### config.mk
export PLATFORM = sky130hd
export DESIGN_NAME = dataCache
export DESIGN_NICKNAME = d
export VERILOG_FILES = /design/src/rtl/dataCachePkg.sv /design/src/rtl/arrayIf.sv /design/src/rtl/tagIf.sv /design/src/rtl/tagDirectory.sv /design/src/rtl/dataArray.sv /design/src/rtl/cacheController.sv /design/src/rtl/dataCache.sv
export VERILOG_INCLUDE_DIRS = /design/src /design/src/rtl
export SDC_FILE = /design/constraint.sdc
export NUM_CORES = 2
export LEC_CHECK = 0
export ABC_CLOCK_PERIOD_IN_PS = 10100
export BUFFER_PORTS_ARGS = -buffer_cell sky130_fd_sc_hd__buf_2
export CORE_MARGIN = 4
export CORE_UTILIZATION = 30
export DETAILED_ROUTE_END_ITERATION = 16
export PLACE_DENSITY_LB_ADDON = 0.3
export SLEW_MARGIN = 25
export SYNTH_ARGS = -nofsm -noshare
export SYNTH_HDL_FRONTEND = slang
export SYNTH_HIERARCHICAL = 1
export SYNTH_SLANG_ARGS = --single-unit
### constraint.sdc
create_clock -name clock -period 10.1 [get_ports clock]
set_clock_uncertainty 0.15 [all_clocks]
set_input_delay 2.02 -clock clock [delete_from_list [all_inputs] [get_ports clock]]
set_output_delay 2.02 -clock clock [all_outputs]
set_load 0.03 [all_outputs]
### src/rtl/dataCache_macros.svh
`ifndef DATACACHE_MACROS_SVH
`define DATACACHE_MACROS_SVH

// processor side widths
`define DC_ADDR_WIDTH 32
`define DC_WORD_WIDTH 32

// cache organization
`define DC_SETS 4
`define DC_WAYS 4
`define DC_WORDS_PER_LINE 4

// derived line geometry
`define DC_BYTES_PER_WORD (`DC_WORD_WIDTH / 8)
`define DC_WORD_OFFSET ($clog2(`DC_BYTES_PER_WORD))
`define DC_LINE_OFFSET (`DC_WORD_OFFSET + $clog2(`DC_WORDS_PER_LINE))

// tag starts above the set index
`define DC_TAG_OFFSET (`DC_LINE_OFFSET + $clog2(`DC_SETS))

`endif

### src/rtl/dataCachePkg.sv
`include "dataCache_macros.svh"

package dataCachePkg;

	typedef logic [`DC_ADDR_WIDTH-1:0] addrT;
	typedef logic [`DC_WORD_WIDTH-1:0] wordT;

	// address fields
	typedef logic [`DC_ADDR_WIDTH-`DC_TAG_OFFSET-1:0] tagT;
	typedef logic [$clog2(`DC_SETS)-1:0] setT;
	typedef logic [$clog2(`DC_WORDS_PER_LINE)-1:0] wordSelT;

	typedef logic [$clog2(`DC_WAYS)-1:0] wayT;

	// one enable per byte lane
	typedef logic [`DC_BYTES_PER_WORD-1:0] byteMaskT;

	typedef enum logic [1:0]
	{
		idle,
		readIn,
		writeBack
	} cacheStateT;

endpackage

### src/rtl/arrayIf.sv
interface arrayIf
	import dataCachePkg::*;
();

	// write port, byte masked
	logic wrEnable;
	byteMaskT wrMask;
	setT wrSet;
	wayT wrWay;
	wordSelT wrWord;
	wordT wrData;

	// read port
	setT rdSet;
	wayT rdWay;
	wordSelT rdWord;
	wordT rdData;

	modport controller (output wrEnable, wrMask, wrSet, wrWay, wrWord, wrData,
		output rdSet, rdWay, rdWord, input rdData);

	modport storage (input wrEnable, wrMask, wrSet, wrWay, wrWord, wrData,
		input rdSet, rdWay, rdWord, output rdData);

endinterface

### src/rtl/tagIf.sv
interface tagIf
	import dataCachePkg::*;
();

	// lookup results for the current address
	logic hit;
	wayT hitWay;
	wayT victimWay;
	logic victimValid;
	logic victimDirty;
	tagT victimTag;

	// directory updates
	logic markDirty;
	wayT dirtyWay;
	logic fillDone;
	setT fillSet;
	tagT fillTag;
	logic invalidate;
	setT invSet;

	modport directory (output hit, hitWay, victimWay, victimValid, victimDirty, victimTag,
		input markDirty, dirtyWay, fillDone, fillSet, fillTag, invalidate, invSet);

	modport controller (input hit, hitWay, victimWay, victimValid, victimDirty, victimTag,
		output markDirty, dirtyWay, fillDone, fillSet, fillTag, invalidate, invSet);

endinterface

### src/rtl/tagDirectory.sv
`include "dataCache_macros.svh"

module tagDirectory
	import dataCachePkg::*;
(
	input logic clock,
	input logic reset,
	input addrT address,
	tagIf.directory tags
);

	tagT tagStore [`DC_SETS][`DC_WAYS];
	logic [`DC_WAYS-1:0] valid [`DC_SETS];
	logic [`DC_WAYS-1:0] dirty [`DC_SETS];
	wayT lastFill [`DC_SETS];

	// replacement choice for every set
	wayT victimOf [`DC_SETS];

	setT curSet;
	tagT curTag;

	assign curSet = address[`DC_TAG_OFFSET-1:`DC_LINE_OFFSET];
	assign curTag = address[`DC_ADDR_WIDTH-1:`DC_TAG_OFFSET];

	// lowest invalid way wins, else the way after the last fill
	always_comb
	begin
		for (int s = 0; s < `DC_SETS; s++)
		begin
			victimOf[s] = lastFill[s] + wayT'(1);
			for (int w = `DC_WAYS - 1; w >= 0; w--)
			begin
				if (!valid[s][w])
				begin
					victimOf[s] = wayT'(w);
				end
			end
		end
	end

	// tags in a set are distinct, so at most one way matches
	always_comb
	begin
		tags.hit = 1'b0;
		tags.hitWay = '0;
		for (int w = 0; w < `DC_WAYS; w++)
		begin
			if (valid[curSet][w] && tagStore[curSet][w] == curTag)
			begin
				tags.hit = 1'b1;
				tags.hitWay = wayT'(w);
			end
		end
	end

	assign tags.victimWay = victimOf[curSet];
	assign tags.victimValid = valid[curSet][victimOf[curSet]];
	assign tags.victimDirty = dirty[curSet][victimOf[curSet]];
	assign tags.victimTag = tagStore[curSet][victimOf[curSet]];

	always_ff @(posedge clock or negedge reset)
	begin
		if (!reset)
		begin
			for (int s = 0; s < `DC_SETS; s++)
			begin
				valid[s] <= '0;
				dirty[s] <= '0;
				lastFill[s] <= '0;
			end
		end
		else
		begin
			if (tags.fillDone)
			begin
				valid[tags.fillSet][victimOf[tags.fillSet]] <= 1'b1;
				dirty[tags.fillSet][victimOf[tags.fillSet]] <= 1'b0;
				lastFill[tags.fillSet] <= victimOf[tags.fillSet];
			end
			if (tags.invalidate)
			begin
				valid[tags.invSet][victimOf[tags.invSet]] <= 1'b0;
			end
			if (tags.markDirty)
			begin
				dirty[curSet][tags.dirtyWay] <= 1'b1;
			end
		end
	end

	always_ff @(posedge clock)
	begin
		if (tags.fillDone)
		begin
			tagStore[tags.fillSet][victimOf[tags.fillSet]] <= tags.fillTag;
		end
	end

endmodule

### src/rtl/dataArray.sv
`include "dataCache_macros.svh"

module dataArray
	import dataCachePkg::*;
(
	input logic clock,
	arrayIf.storage array
);

	// one byte per entry, lane 0 is the low byte of a word
	logic [7:0] bytes [`DC_SETS][`DC_WAYS][`DC_WORDS_PER_LINE][`DC_BYTES_PER_WORD];

	// asynchronous word read
	always_comb
	begin
		for (int b = 0; b < `DC_BYTES_PER_WORD; b++)
		begin
			array.rdData[b*8 +: 8] = bytes[array.rdSet][array.rdWay][array.rdWord][b];
		end
	end

	// only the lanes selected by the mask change
	always_ff @(posedge clock)
	begin
		if (array.wrEnable)
		begin
			for (int b = 0; b < `DC_BYTES_PER_WORD; b++)
			begin
				if (array.wrMask[b])
				begin
					bytes[array.wrSet][array.wrWay][array.wrWord][b] <= array.wrData[b*8 +: 8];
				end
			end
		end
	end

endmodule

### src/rtl/cacheController.sv
`include "dataCache_macros.svh"

module cacheController
	import dataCachePkg::*;
(
	input logic clock,
	input logic reset,
	input addrT address,
	input wordT writeData,
	input logic accessEnable,
	input logic byteAccess,
	input logic read,
	output wordT readData,
	output logic cacheWait,
	output addrT memAddress,
	output wordT memWriteData,
	output logic memEnable,
	output logic memRead,
	input wordT memReadData,
	input logic memWait,
	tagIf.controller tags,
	arrayIf.controller array
);

	cacheStateT state;
	logic seenWait;
	wordSelT wordCount;

	// miss context, captured when the miss is taken
	setT missSet;
	tagT wbTag;
	tagT reqTag;

	tagT addrTag;
	setT reqSet;
	wordSelT reqWord;
	logic [`DC_WORD_OFFSET-1:0] byteSel;
	logic [7:0] hitByte;
	logic miss;
	logic readHit;
	logic writeHit;
	logic wordDone;
	logic lastWord;

	assign addrTag = address[`DC_ADDR_WIDTH-1:`DC_TAG_OFFSET];
	assign reqSet = address[`DC_TAG_OFFSET-1:`DC_LINE_OFFSET];
	assign reqWord = address[`DC_LINE_OFFSET-1:`DC_WORD_OFFSET];
	assign byteSel = address[`DC_WORD_OFFSET-1:0];
	assign hitByte = array.rdData[byteSel*8 +: 8];

	assign miss = state == idle && accessEnable && !tags.hit;
	assign readHit = state == idle && accessEnable && tags.hit && read;
	assign writeHit = state == idle && accessEnable && tags.hit && !read;

	// a word moves once memWait has been high and is low again
	assign wordDone = seenWait && !memWait;
	assign lastWord = wordCount == wordSelT'(`DC_WORDS_PER_LINE - 1);

	assign memEnable = state != idle;
	assign memRead = state == readIn;
	assign memWriteData = (state == writeBack) ? array.rdData : '0;

	always_comb
	begin
		case (state)
			writeBack: memAddress = {wbTag, missSet, wordCount, {`DC_WORD_OFFSET{1'b0}}};
			readIn: memAddress = {reqTag, missSet, wordCount, {`DC_WORD_OFFSET{1'b0}}};
			default: memAddress = '0;
		endcase
	end

	// hit access by default, victim line while a miss is in progress
	always_comb
	begin
		array.rdSet = reqSet;
		array.rdWay = tags.hitWay;
		array.rdWord = reqWord;
		array.wrEnable = writeHit;
		array.wrSet = reqSet;
		array.wrWay = tags.hitWay;
		array.wrWord = reqWord;
		array.wrMask = byteAccess ? byteMaskT'(1) << byteSel : '1;
		array.wrData = byteAccess ? {`DC_BYTES_PER_WORD{writeData[7:0]}} : writeData;
		if (state == writeBack)
		begin
			array.rdSet = missSet;
			array.rdWay = tags.victimWay;
			array.rdWord = wordCount;
		end
		else if (state == readIn)
		begin
			array.wrEnable = wordDone;
			array.wrSet = missSet;
			array.wrWay = tags.victimWay;
			array.wrWord = wordCount;
			array.wrMask = '1;
			array.wrData = memReadData;
		end
	end

	assign tags.markDirty = writeHit;
	assign tags.dirtyWay = tags.hitWay;
	assign tags.fillDone = state == readIn && wordDone && lastWord;
	assign tags.fillSet = missSet;
	assign tags.fillTag = reqTag;
	assign tags.invalidate = state == writeBack && wordDone && lastWord;
	assign tags.invSet = missSet;

	always_ff @(posedge clock or negedge reset)
	begin
		if (!reset)
		begin
			state <= idle;
			cacheWait <= 1'b0;
			seenWait <= 1'b0;
			wordCount <= '0;
			readData <= '0;
		end
		else if (state == idle)
		begin
			cacheWait <= miss;
			seenWait <= 1'b0;
			wordCount <= '0;
			if (miss)
			begin
				// dirty victim goes back to memory before the fill
				state <= (tags.victimValid && tags.victimDirty) ? writeBack : readIn;
			end
			else if (readHit)
			begin
				readData <= byteAccess ? {`DC_BYTES_PER_WORD{hitByte}} : array.rdData;
			end
		end
		else if (memWait)
		begin
			seenWait <= 1'b1;
		end
		else if (seenWait)
		begin
			seenWait <= 1'b0;
			wordCount <= wordCount + wordSelT'(1);
			// back to idle with cacheWait still high, the request is retried
			if (lastWord)
			begin
				state <= idle;
			end
		end
	end

	always_ff @(posedge clock)
	begin
		if (miss)
		begin
			missSet <= reqSet;
			wbTag <= tags.victimTag;
			reqTag <= addrTag;
		end
	end

endmodule

### src/rtl/dataCache.sv
module dataCache
	import dataCachePkg::*;
(
	input logic clock,
	input logic reset,
	input addrT address,
	input wordT writeData,
	input logic accessEnable,
	input logic byteAccess,
	input logic read,
	output wordT readData,
	output logic cacheWait,
	output addrT memAddress,
	output wordT memWriteData,
	output logic memEnable,
	output logic memRead,
	input wordT memReadData,
	input logic memWait
);

	arrayIf arrayBus ();
	tagIf tagBus ();

	tagDirectory directory (
		.clock(clock),
		.reset(reset),
		.address(address),
		.tags(tagBus.directory)
	);

	dataArray storage (
		.clock(clock),
		.array(arrayBus.storage)
	);

	cacheController controller (
		.clock(clock),
		.reset(reset),
		.address(address),
		.writeData(writeData),
		.accessEnable(accessEnable),
		.byteAccess(byteAccess),
		.read(read),
		.readData(readData),
		.cacheWait(cacheWait),
		.memAddress(memAddress),
		.memWriteData(memWriteData),
		.memEnable(memEnable),
		.memRead(memRead),
		.memReadData(memReadData),
		.memWait(memWait),
		.tags(tagBus.controller),
		.array(arrayBus.controller)
	);

endmodule

# Word level (Yosys, flattened, before mapping)
# Memories as Yosys holds them, arrays and structs flattened.
# Cells that the tools add are included.
[totals] input_bits=102 mem_count=2 ff_bits=132 out_inout_bits=99 ram_bits=2464
[classes] mux=1662 eq_ne=9 magnitude_cmp=18 n_addsub=5 shift=2 bitwise=1550 n_reduce_logical=32
[mem_list] memory="storage.bytes" words=4 width=512 read_ports=1 rd_ports_with_merged_regs=0 write_ports=1 line="dataArray.sv:11" text="logic [7:0] bytes [`DC_SETS][`DC_WAYS][`DC_WORDS_PER_LINE][`DC_BYTES_PER_WORD];"
[mem_list] memory="directory.tagStore" words=4 width=104 read_ports=1 rd_ports_with_merged_regs=0 write_ports=1 line="tagDirectory.sv:12" text="tagT tagStore [`DC_SETS][`DC_WAYS];"
[op_table] operator="512-bit 2-to-1 mux" count=4
[op_table] operator="1-bit 2-to-1 mux" count=1558
[op_table] operator="1-bit OR" count=1536
[op_table] operator="128-bit demux with 2-bit select" count=4
[op_table] operator="128-bit 2-to-1 mux" count=6
[op_table] operator="128-bit binary-select mux with 2-bit select" count=1
[op_table] operator="32-bit demux with 2-bit select" count=4
[op_table] operator="32-bit 2-to-1 mux" count=8
[op_table] operator="26-bit == test" count=4
[op_table] operator="104-bit 2-to-1 mux" count=1
[op_table] operator="2-bit 2-to-1 mux" count=41
[op_table] operator="16-bit 2-to-1 mux" count=5
[op_table] operator="26-bit 2-to-1 mux" count=3
[op_table] operator="32-bit binary-select mux with 2-bit select" count=1
[op_table] operator="32-bit case mux with 2 select lines" count=1
[op_table] operator="26-bit binary-select mux with 2-bit select" count=1
[op_table] operator="26-bit demux with 2-bit select" count=1
[op_table] operator="4-bit 2-to-1 mux" count=9
[op_table] operator="16-bit AND" count=2
[op_table] operator="16-bit OR" count=2
[op_table] operator="32-bit by 6-bit variable part select with 8-bit output" count=1
[op_table] operator="3-bit >= comparator, second input constant" count=8
[op_table] operator="24-bit 2-to-1 mux" count=1
[op_table] operator="2-bit NOT with 3-bit output" count=8
[op_table] operator="other kinds (25)" count=68

# Logic depth before layout (Yosys ltp)
[depth] depth_word=19 depth_mapped=22 depth_no_buf=16

# Cells and area by module
# Netlist, hierarchy kept.
[by_module_without_submodules] module="dataArray" cells_each=4398 area_each_um2=83641.5 instances=1 seq_area_each_um2=61499.0
[by_module_without_submodules] module="tagDirectory" cells_each=1102 area_each_um2=19705.1 instances=1 seq_area_each_um2=13492.9
[by_module_without_submodules] module="cacheController" cells_each=473 area_each_um2=5178.7 instances=1 seq_area_each_um2=2572.5

# Worst setup path before layout
# No wires, ideal clock.
[synth_timing] kind="input port to output port" from="input port address[4]" to="output port memWriteData[23]" t_arrival_ps=5731 setup_slack_ps=2199 n_path_buf=8 path_stages=20 path_cell_list="buf_6 > buf_6 > buf_6 > buf_6 > mux2i_1 > xnor2_1 > o2111ai_1 > a2111oi_0 > nand4_1 > o21ai_0 > mux2_2 > buf_4 > buf_2 > buf_2 > buf_2 > mux2i_1 > a22oi_1 > nand2_1 > nor3_1 > and2_1"
[synth_between] elab_chain_len=17 word_cells_on_any_way=28 cone_classes="eq/ne (3); mux (18); bitwise (2); reduce/logical (3); memory (2)"
[synth_lines] element="start, declared" line="dataCache.sv:6" text="input addrT address,"
[synth_lines] element="branches (longest 7 deep; another with memory 4 x 104 bit)"
[synth_lines] element="2-bit 2-to-1 mux (*)" line="tagDirectory.sv:49" text="if (valid[curSet][w] && tagStore[curSet][w] == curTag)"
[synth_lines] element="via tagBus.hitWay[0]" line="tagIf.sv:7" text="wayT hitWay;"
[synth_lines] element="2-bit 2-to-1 mux (*)" line="cacheController.sv:84" text="if (state == writeBack)"
[synth_lines] element="via arrayBus.rdWay[0]" line="arrayIf.sv:15" text="wayT rdWay;"
[synth_lines] element="2-bit NOT with 3-bit output (not written as such) (*)" line="dataArray.sv:18" text="array.rdData[b*8 +: 8] = bytes[array.rdSet][array.rdWay][array.rdWord][b];"
[synth_lines] element="128-bit binary-select mux with 2-bit select (*)" line="dataArray.sv:18"
[synth_lines] element="128-bit 2-to-1 mux (not written as such) (*) (2 in series)" line="dataArray.sv:18"
[synth_lines] element="32-bit binary-select mux with 2-bit select (*)" line="dataArray.sv:18"
[synth_lines] element="32-bit 2-to-1 mux (*) (2 in series)"
[synth_lines] element="via arrayBus.rdData[23]" line="arrayIf.sv:17" text="wordT rdData;"
[synth_lines] element="32-bit 2-to-1 mux (*)" line="cacheController.sv:61" text="assign memWriteData = (state == writeBack) ? array.rdData : '0;"
[synth_lines] element="end, declared" line="dataCache.sv:14" text="output wordT memWriteData,"
# Mark *: on every way through the listed nets, which the timed path passes. The select of a mux whose other input is x is not followed.

# Worst setup path after layout
[layout_timing] from="input port address[5]" to="output port memWriteData[27]"
[layout_between] elab_chain_len=17 word_cells_on_any_way=28 cone_classes="eq/ne (3); mux (18); bitwise (2); reduce/logical (3); memory (2)"
[layout_lines] element="branches (longest 7 deep; another with memory 4 x 104 bit)"
[layout_lines] element="2-bit 2-to-1 mux (*)" line="tagDirectory.sv:49"
[layout_lines] element="via tagBus.hitWay[0]" line="tagIf.sv:7"
[layout_lines] element="2-bit 2-to-1 mux (*)" line="cacheController.sv:84"
[layout_lines] element="via arrayBus.rdWay[0]" line="arrayIf.sv:15"
[layout_lines] element="2-bit NOT with 3-bit output (not written as such) (*)" line="dataArray.sv:18"
[layout_lines] element="128-bit binary-select mux with 2-bit select (*)" line="dataArray.sv:18"
[layout_lines] element="128-bit 2-to-1 mux (not written as such) (*) (2 in series)" line="dataArray.sv:18"
[layout_lines] element="32-bit binary-select mux with 2-bit select (*)" line="dataArray.sv:18"
[layout_lines] element="32-bit 2-to-1 mux (not written as such) (*) (2 in series)" line="dataArray.sv:18"
[layout_lines] element="via arrayBus.rdData[27]" line="arrayIf.sv:17"
[layout_lines] element="32-bit 2-to-1 mux (*)" line="cacheController.sv:61"
# Marks and branches as above.

==> results.sh <==
export IMPL_route_detailed_drc=0
export IMPL_p_clk_share_pct=37.5
export IMPL_hold_path_class="flop to flop"
export IMPL_yosysWarnings=6
export IMPL_ys_types=70
export IMPL_grt_pass1_wl_mm=473.1
export IMPL_critPathMaxStageDelay_ns=0.61
export IMPL_post_drt_wl_per_cell_um=29.97
export IMPL_synthFlopType="edfxtp_1"
export IMPL_rr_worst_depth=15
export IMPL_synth_top_area_share_pct=69.67
export IMPL_netlist_top_cells_area="edfxtp_1 70%, mux4_2 13%, mux2_2 3.2%, nand2_1 2.0%, dfrtp_1 1.8%"
export IMPL_synth_most_common_cell="edfxtp_1"
export IMPL_cp_max_fo=39
export IMPL_slew_headroom_pct=23.67
export IMPL_start_kind="input port"
export IMPL_io_pins=201
export IMPL_gr_max_usage_layer="met2"
export IMPL_status="complete, no violations"
export IMPL_power_switching_mw=7.194
export IMPL_drt_first_pass_iters=8
export IMPL_synth_seq_area_share_pct=71.47
export IMPL_worstHoldPathCells=1
export IMPL_clkTransAtPathRegs_ns=0.06
export IMPL_grtUsageMet2_pct=28.79
export IMPL_power_mw=26.73
export IMPL_dr_total_vias=60170
export IMPL_syn_avg_cell_area_um2=18.17
export IMPL_leakage_nw=40.63
export IMPL_swShare_pct=26.91
export IMPL_syn_area_um2=108500
export IMPL_drv_cap=0
export IMPL_critical_path_cell_chain="buf_4, inv_1, buf_4, mux2_2, o2111ai_1, a2111oi_0, buf_4, nand4_1, o21ai_1, mux2_8, buf_12, buf_12, mux4_2, o22ai_1, nor2_1, a21oi_1, nor2_1, buf_4, and2_1, buf_2"
export IMPL_synth_common_cells="2,518 x edfxtp_1, 603 x mux4_2, 576 x nand2_1"
export IMPL_finalHoldViolCount=0
export IMPL_met1_usage_pct=23.87
export IMPL_grt_pass1_vias=60600
export IMPL_power_density_nw_per_um2=213.0
export IMPL_fmax_mhz=100.7
export IMPL_pwr_share_seq_pct=47.8
export IMPL_grt_antenna_before_repair=30
export IMPL_path_class="input port to output port"
export IMPL_initialDrtViolationCount=7491
export IMPL_num_rows=220
export IMPL_yosys_area_top_type="edfxtp_1"
export IMPL_cts_buffers=275
export IMPL_io_buffers=198
export IMPL_fin_crit_sh_pct=98.29
export IMPL_place_congestion=0.8599
export IMPL_p_int_mw=19.54
export IMPL_pwr_share_comb_pct=14.7
export IMPL_drive_gt1_share_pct=28.92
export IMPL_fp_dieH_um=609.5
export IMPL_place_hpwl_mm=213.6
export IMPL_dieArea_um2=371400
export IMPL_grt_max_degree=80
export IMPL_core_um2=359800
export IMPL_synth_async_reset_ratio_pct=3.005
export IMPL_crit_arrival_ns=7.76
export IMPL_viasPerCell=5.323
export IMPL_crit_path_end_kind="output port"
export IMPL_clk_latency_ns=0.85
export IMPL_htree_levels=5
export IMPL_final_setup_viol_count=0
export IMPL_rsz0062_at_grt="false"
export IMPL_cts_sinks=2596
export IMPL_root_buffer="clkbuf_16"
export IMPL_grt_usage_pct=17.71
export IMPL_start_util_pct=30.17
export IMPL_cts_hold_buffers=0
export IMPL_synth_cells=5973
export IMPL_grt_overflow_total=0
export IMPL_slew_viol_final=0
export IMPL_nets=6416
export IMPL_detail_route_antenna_nets=0
export IMPL_cts_tree="yes"
export IMPL_worstPathRequired_ns=7.93
export IMPL_crit_top_cell="buf_4"
export IMPL_drt_total_wl_mm=338.8
export IMPL_dp_cells=10800
export IMPL_ys_seq_elements=2596
export IMPL_instances_no_fill=11300
export IMPL_worst_slew_pin_slew_ns=1.145
export IMPL_peakVddDrop_v=0.0002595
export IMPL_crit_path_top_delay_cell="a2111oi_0"
export IMPL_rrSetupSlack_ns=3.18
export IMPL_cts_buffer_depth=4
export IMPL_grt_use_met3_pct=3.638
export IMPL_synth_edf_count=2518
export IMPL_area_growth_pct=15.62
export IMPL_min_period_ns=9.927
export IMPL_fp_dieW_um=609.5
==> area by class of cell <==
| type | count | area (um2) |
|---|---|---|
| fillers | 33640 | 234300 |
| flip-flops and latches | 2596 | 77560 |
| multi-input cells | 2919 | 29280 |
| clock buffers | 329 | 7254 |
| well taps | 4773 | 5972 |
| repair buffers | 488 | 3679 |
| clock inverters | 157 | 1584 |
| inverters | 30 | 112.6 |
| diodes | 12 | 30.03 |
==> placed cells by master (no fill, tap or decap), drive strengths merged, types with 111 or more instances in the layout <==
| master | synthesis | final |
|---|---|---|
| a22oi | 144 | 144 |
| buf | 222 | 488 |
| clkbuf | 207 | 329 |
| clkinv | 1 | 111 |
| edfxtp | 2518 | 2518 |
| mux2 | 318 | 318 |
| mux2i | 151 | 151 |
| mux4 | 624 | 624 |
| nand2 | 576 | 576 |
| nor2 | 406 | 406 |
==> timing repair <==
action                                  4_1_cts  5_1_grt
resized for setup                             1        4
endpoints found under the setup margin        1       23
pin swaps                                     0        0
buffers inserted                              0        1
==> power groups by stage <==
stage	Combinational, mW	Sequential, mW	Clock [mW]
global route	4.10	12.8	10.7
detailed placement	3.92	13.0	0
finish	3.93	12.8	10.0
CTS	3.92	12.8	10.2
floorplan	1.92	13.0	0
global placement	3.79	13.0	0
==> registers in the layout (all words and copies together) (netlist names) <==
name	cells
directory/dirty	16
storage/bytes	2048
controller/state	2
directory/tagStore	416
controller/seenWait	1
controller/readData	32
controller/cacheWait	1
controller/tags.fillSet	2
controller/tags.fillTag	26
controller/wbTag	26
controller/wordCount	2
directory/valid	16
directory/lastFill	8
==> logic make-up (layout without fill, tap and decap cells) <==
logic type               Yosys count  count (layout)  share of synthesized area [%]
flip-flops                      2596            2596                          71.47
AND/OR/NAND/NOR                 1212            1212                          4.742
multiplexers                    1093            1093                          17.71
AO/OA/AOI/OAI                    519             519                          3.227
buffers and inverters            459            1004                          2.078
XOR/XNOR                          89              89                         0.7183
adder cells (fa/ha/maj)            4               4                        0.04612
other                              1              14                       0.003455
==> layer usage <==
| layer | routed length [um] | vias to the layer above |
|---|---|---|
| met2 | 162100 | 2888 |
| met4 | 10520 | 16 |
| met5 | 122 | - |
| met1 | 136900 | 32190 |
| met3 | 29170 | 551 |
| li1 | - | 24530 |
==> critical path: cells and delay by family <==
kind            cells  cell delay [ns]
compound gates      5             1.79
buf+inv             8             2.17
mux                 3             1.00
simple gates        4             0.58
==> path summary, 6_finish.rpt <==
check | end | from
setup / recovery | memWriteData[27] | address[5]
hold / removal | controller/cacheWait | controller/cacheWait
setup reg to reg | storage/bytes[1][429] | directory/tagStore[1][6]
hold reg to reg | controller/cacheWait | controller/cacheWait
max in group asynchronous | controller/readData[14] | reset
min in group asynchronous | directory/lastFill[0] | reset
==> per-stage QoR <==
stage / cell area, um2 / hold slack [ns] / setup TNS [ns] / worst slack (ns) / utilization [%]
finish: 125500 / 0.3292 / 0 / 0.1728 / 34.88
global route: 125500 / 0.3501 / 0 / 0.06883 / 34.87
CTS: 125400 / 0.3334 / 0 / 0.02720 / 34.85
detailed placement: 116500 / 0.3190 / -0.006782 / -0.006782 / 32.39
global placement: 116400 / 0.3209 / -0.1783 / -0.1182 / 32.36
floorplan: 108500 / 0.3185 / 0 / 2.199 / -
(Power assumes the default switching activity.)
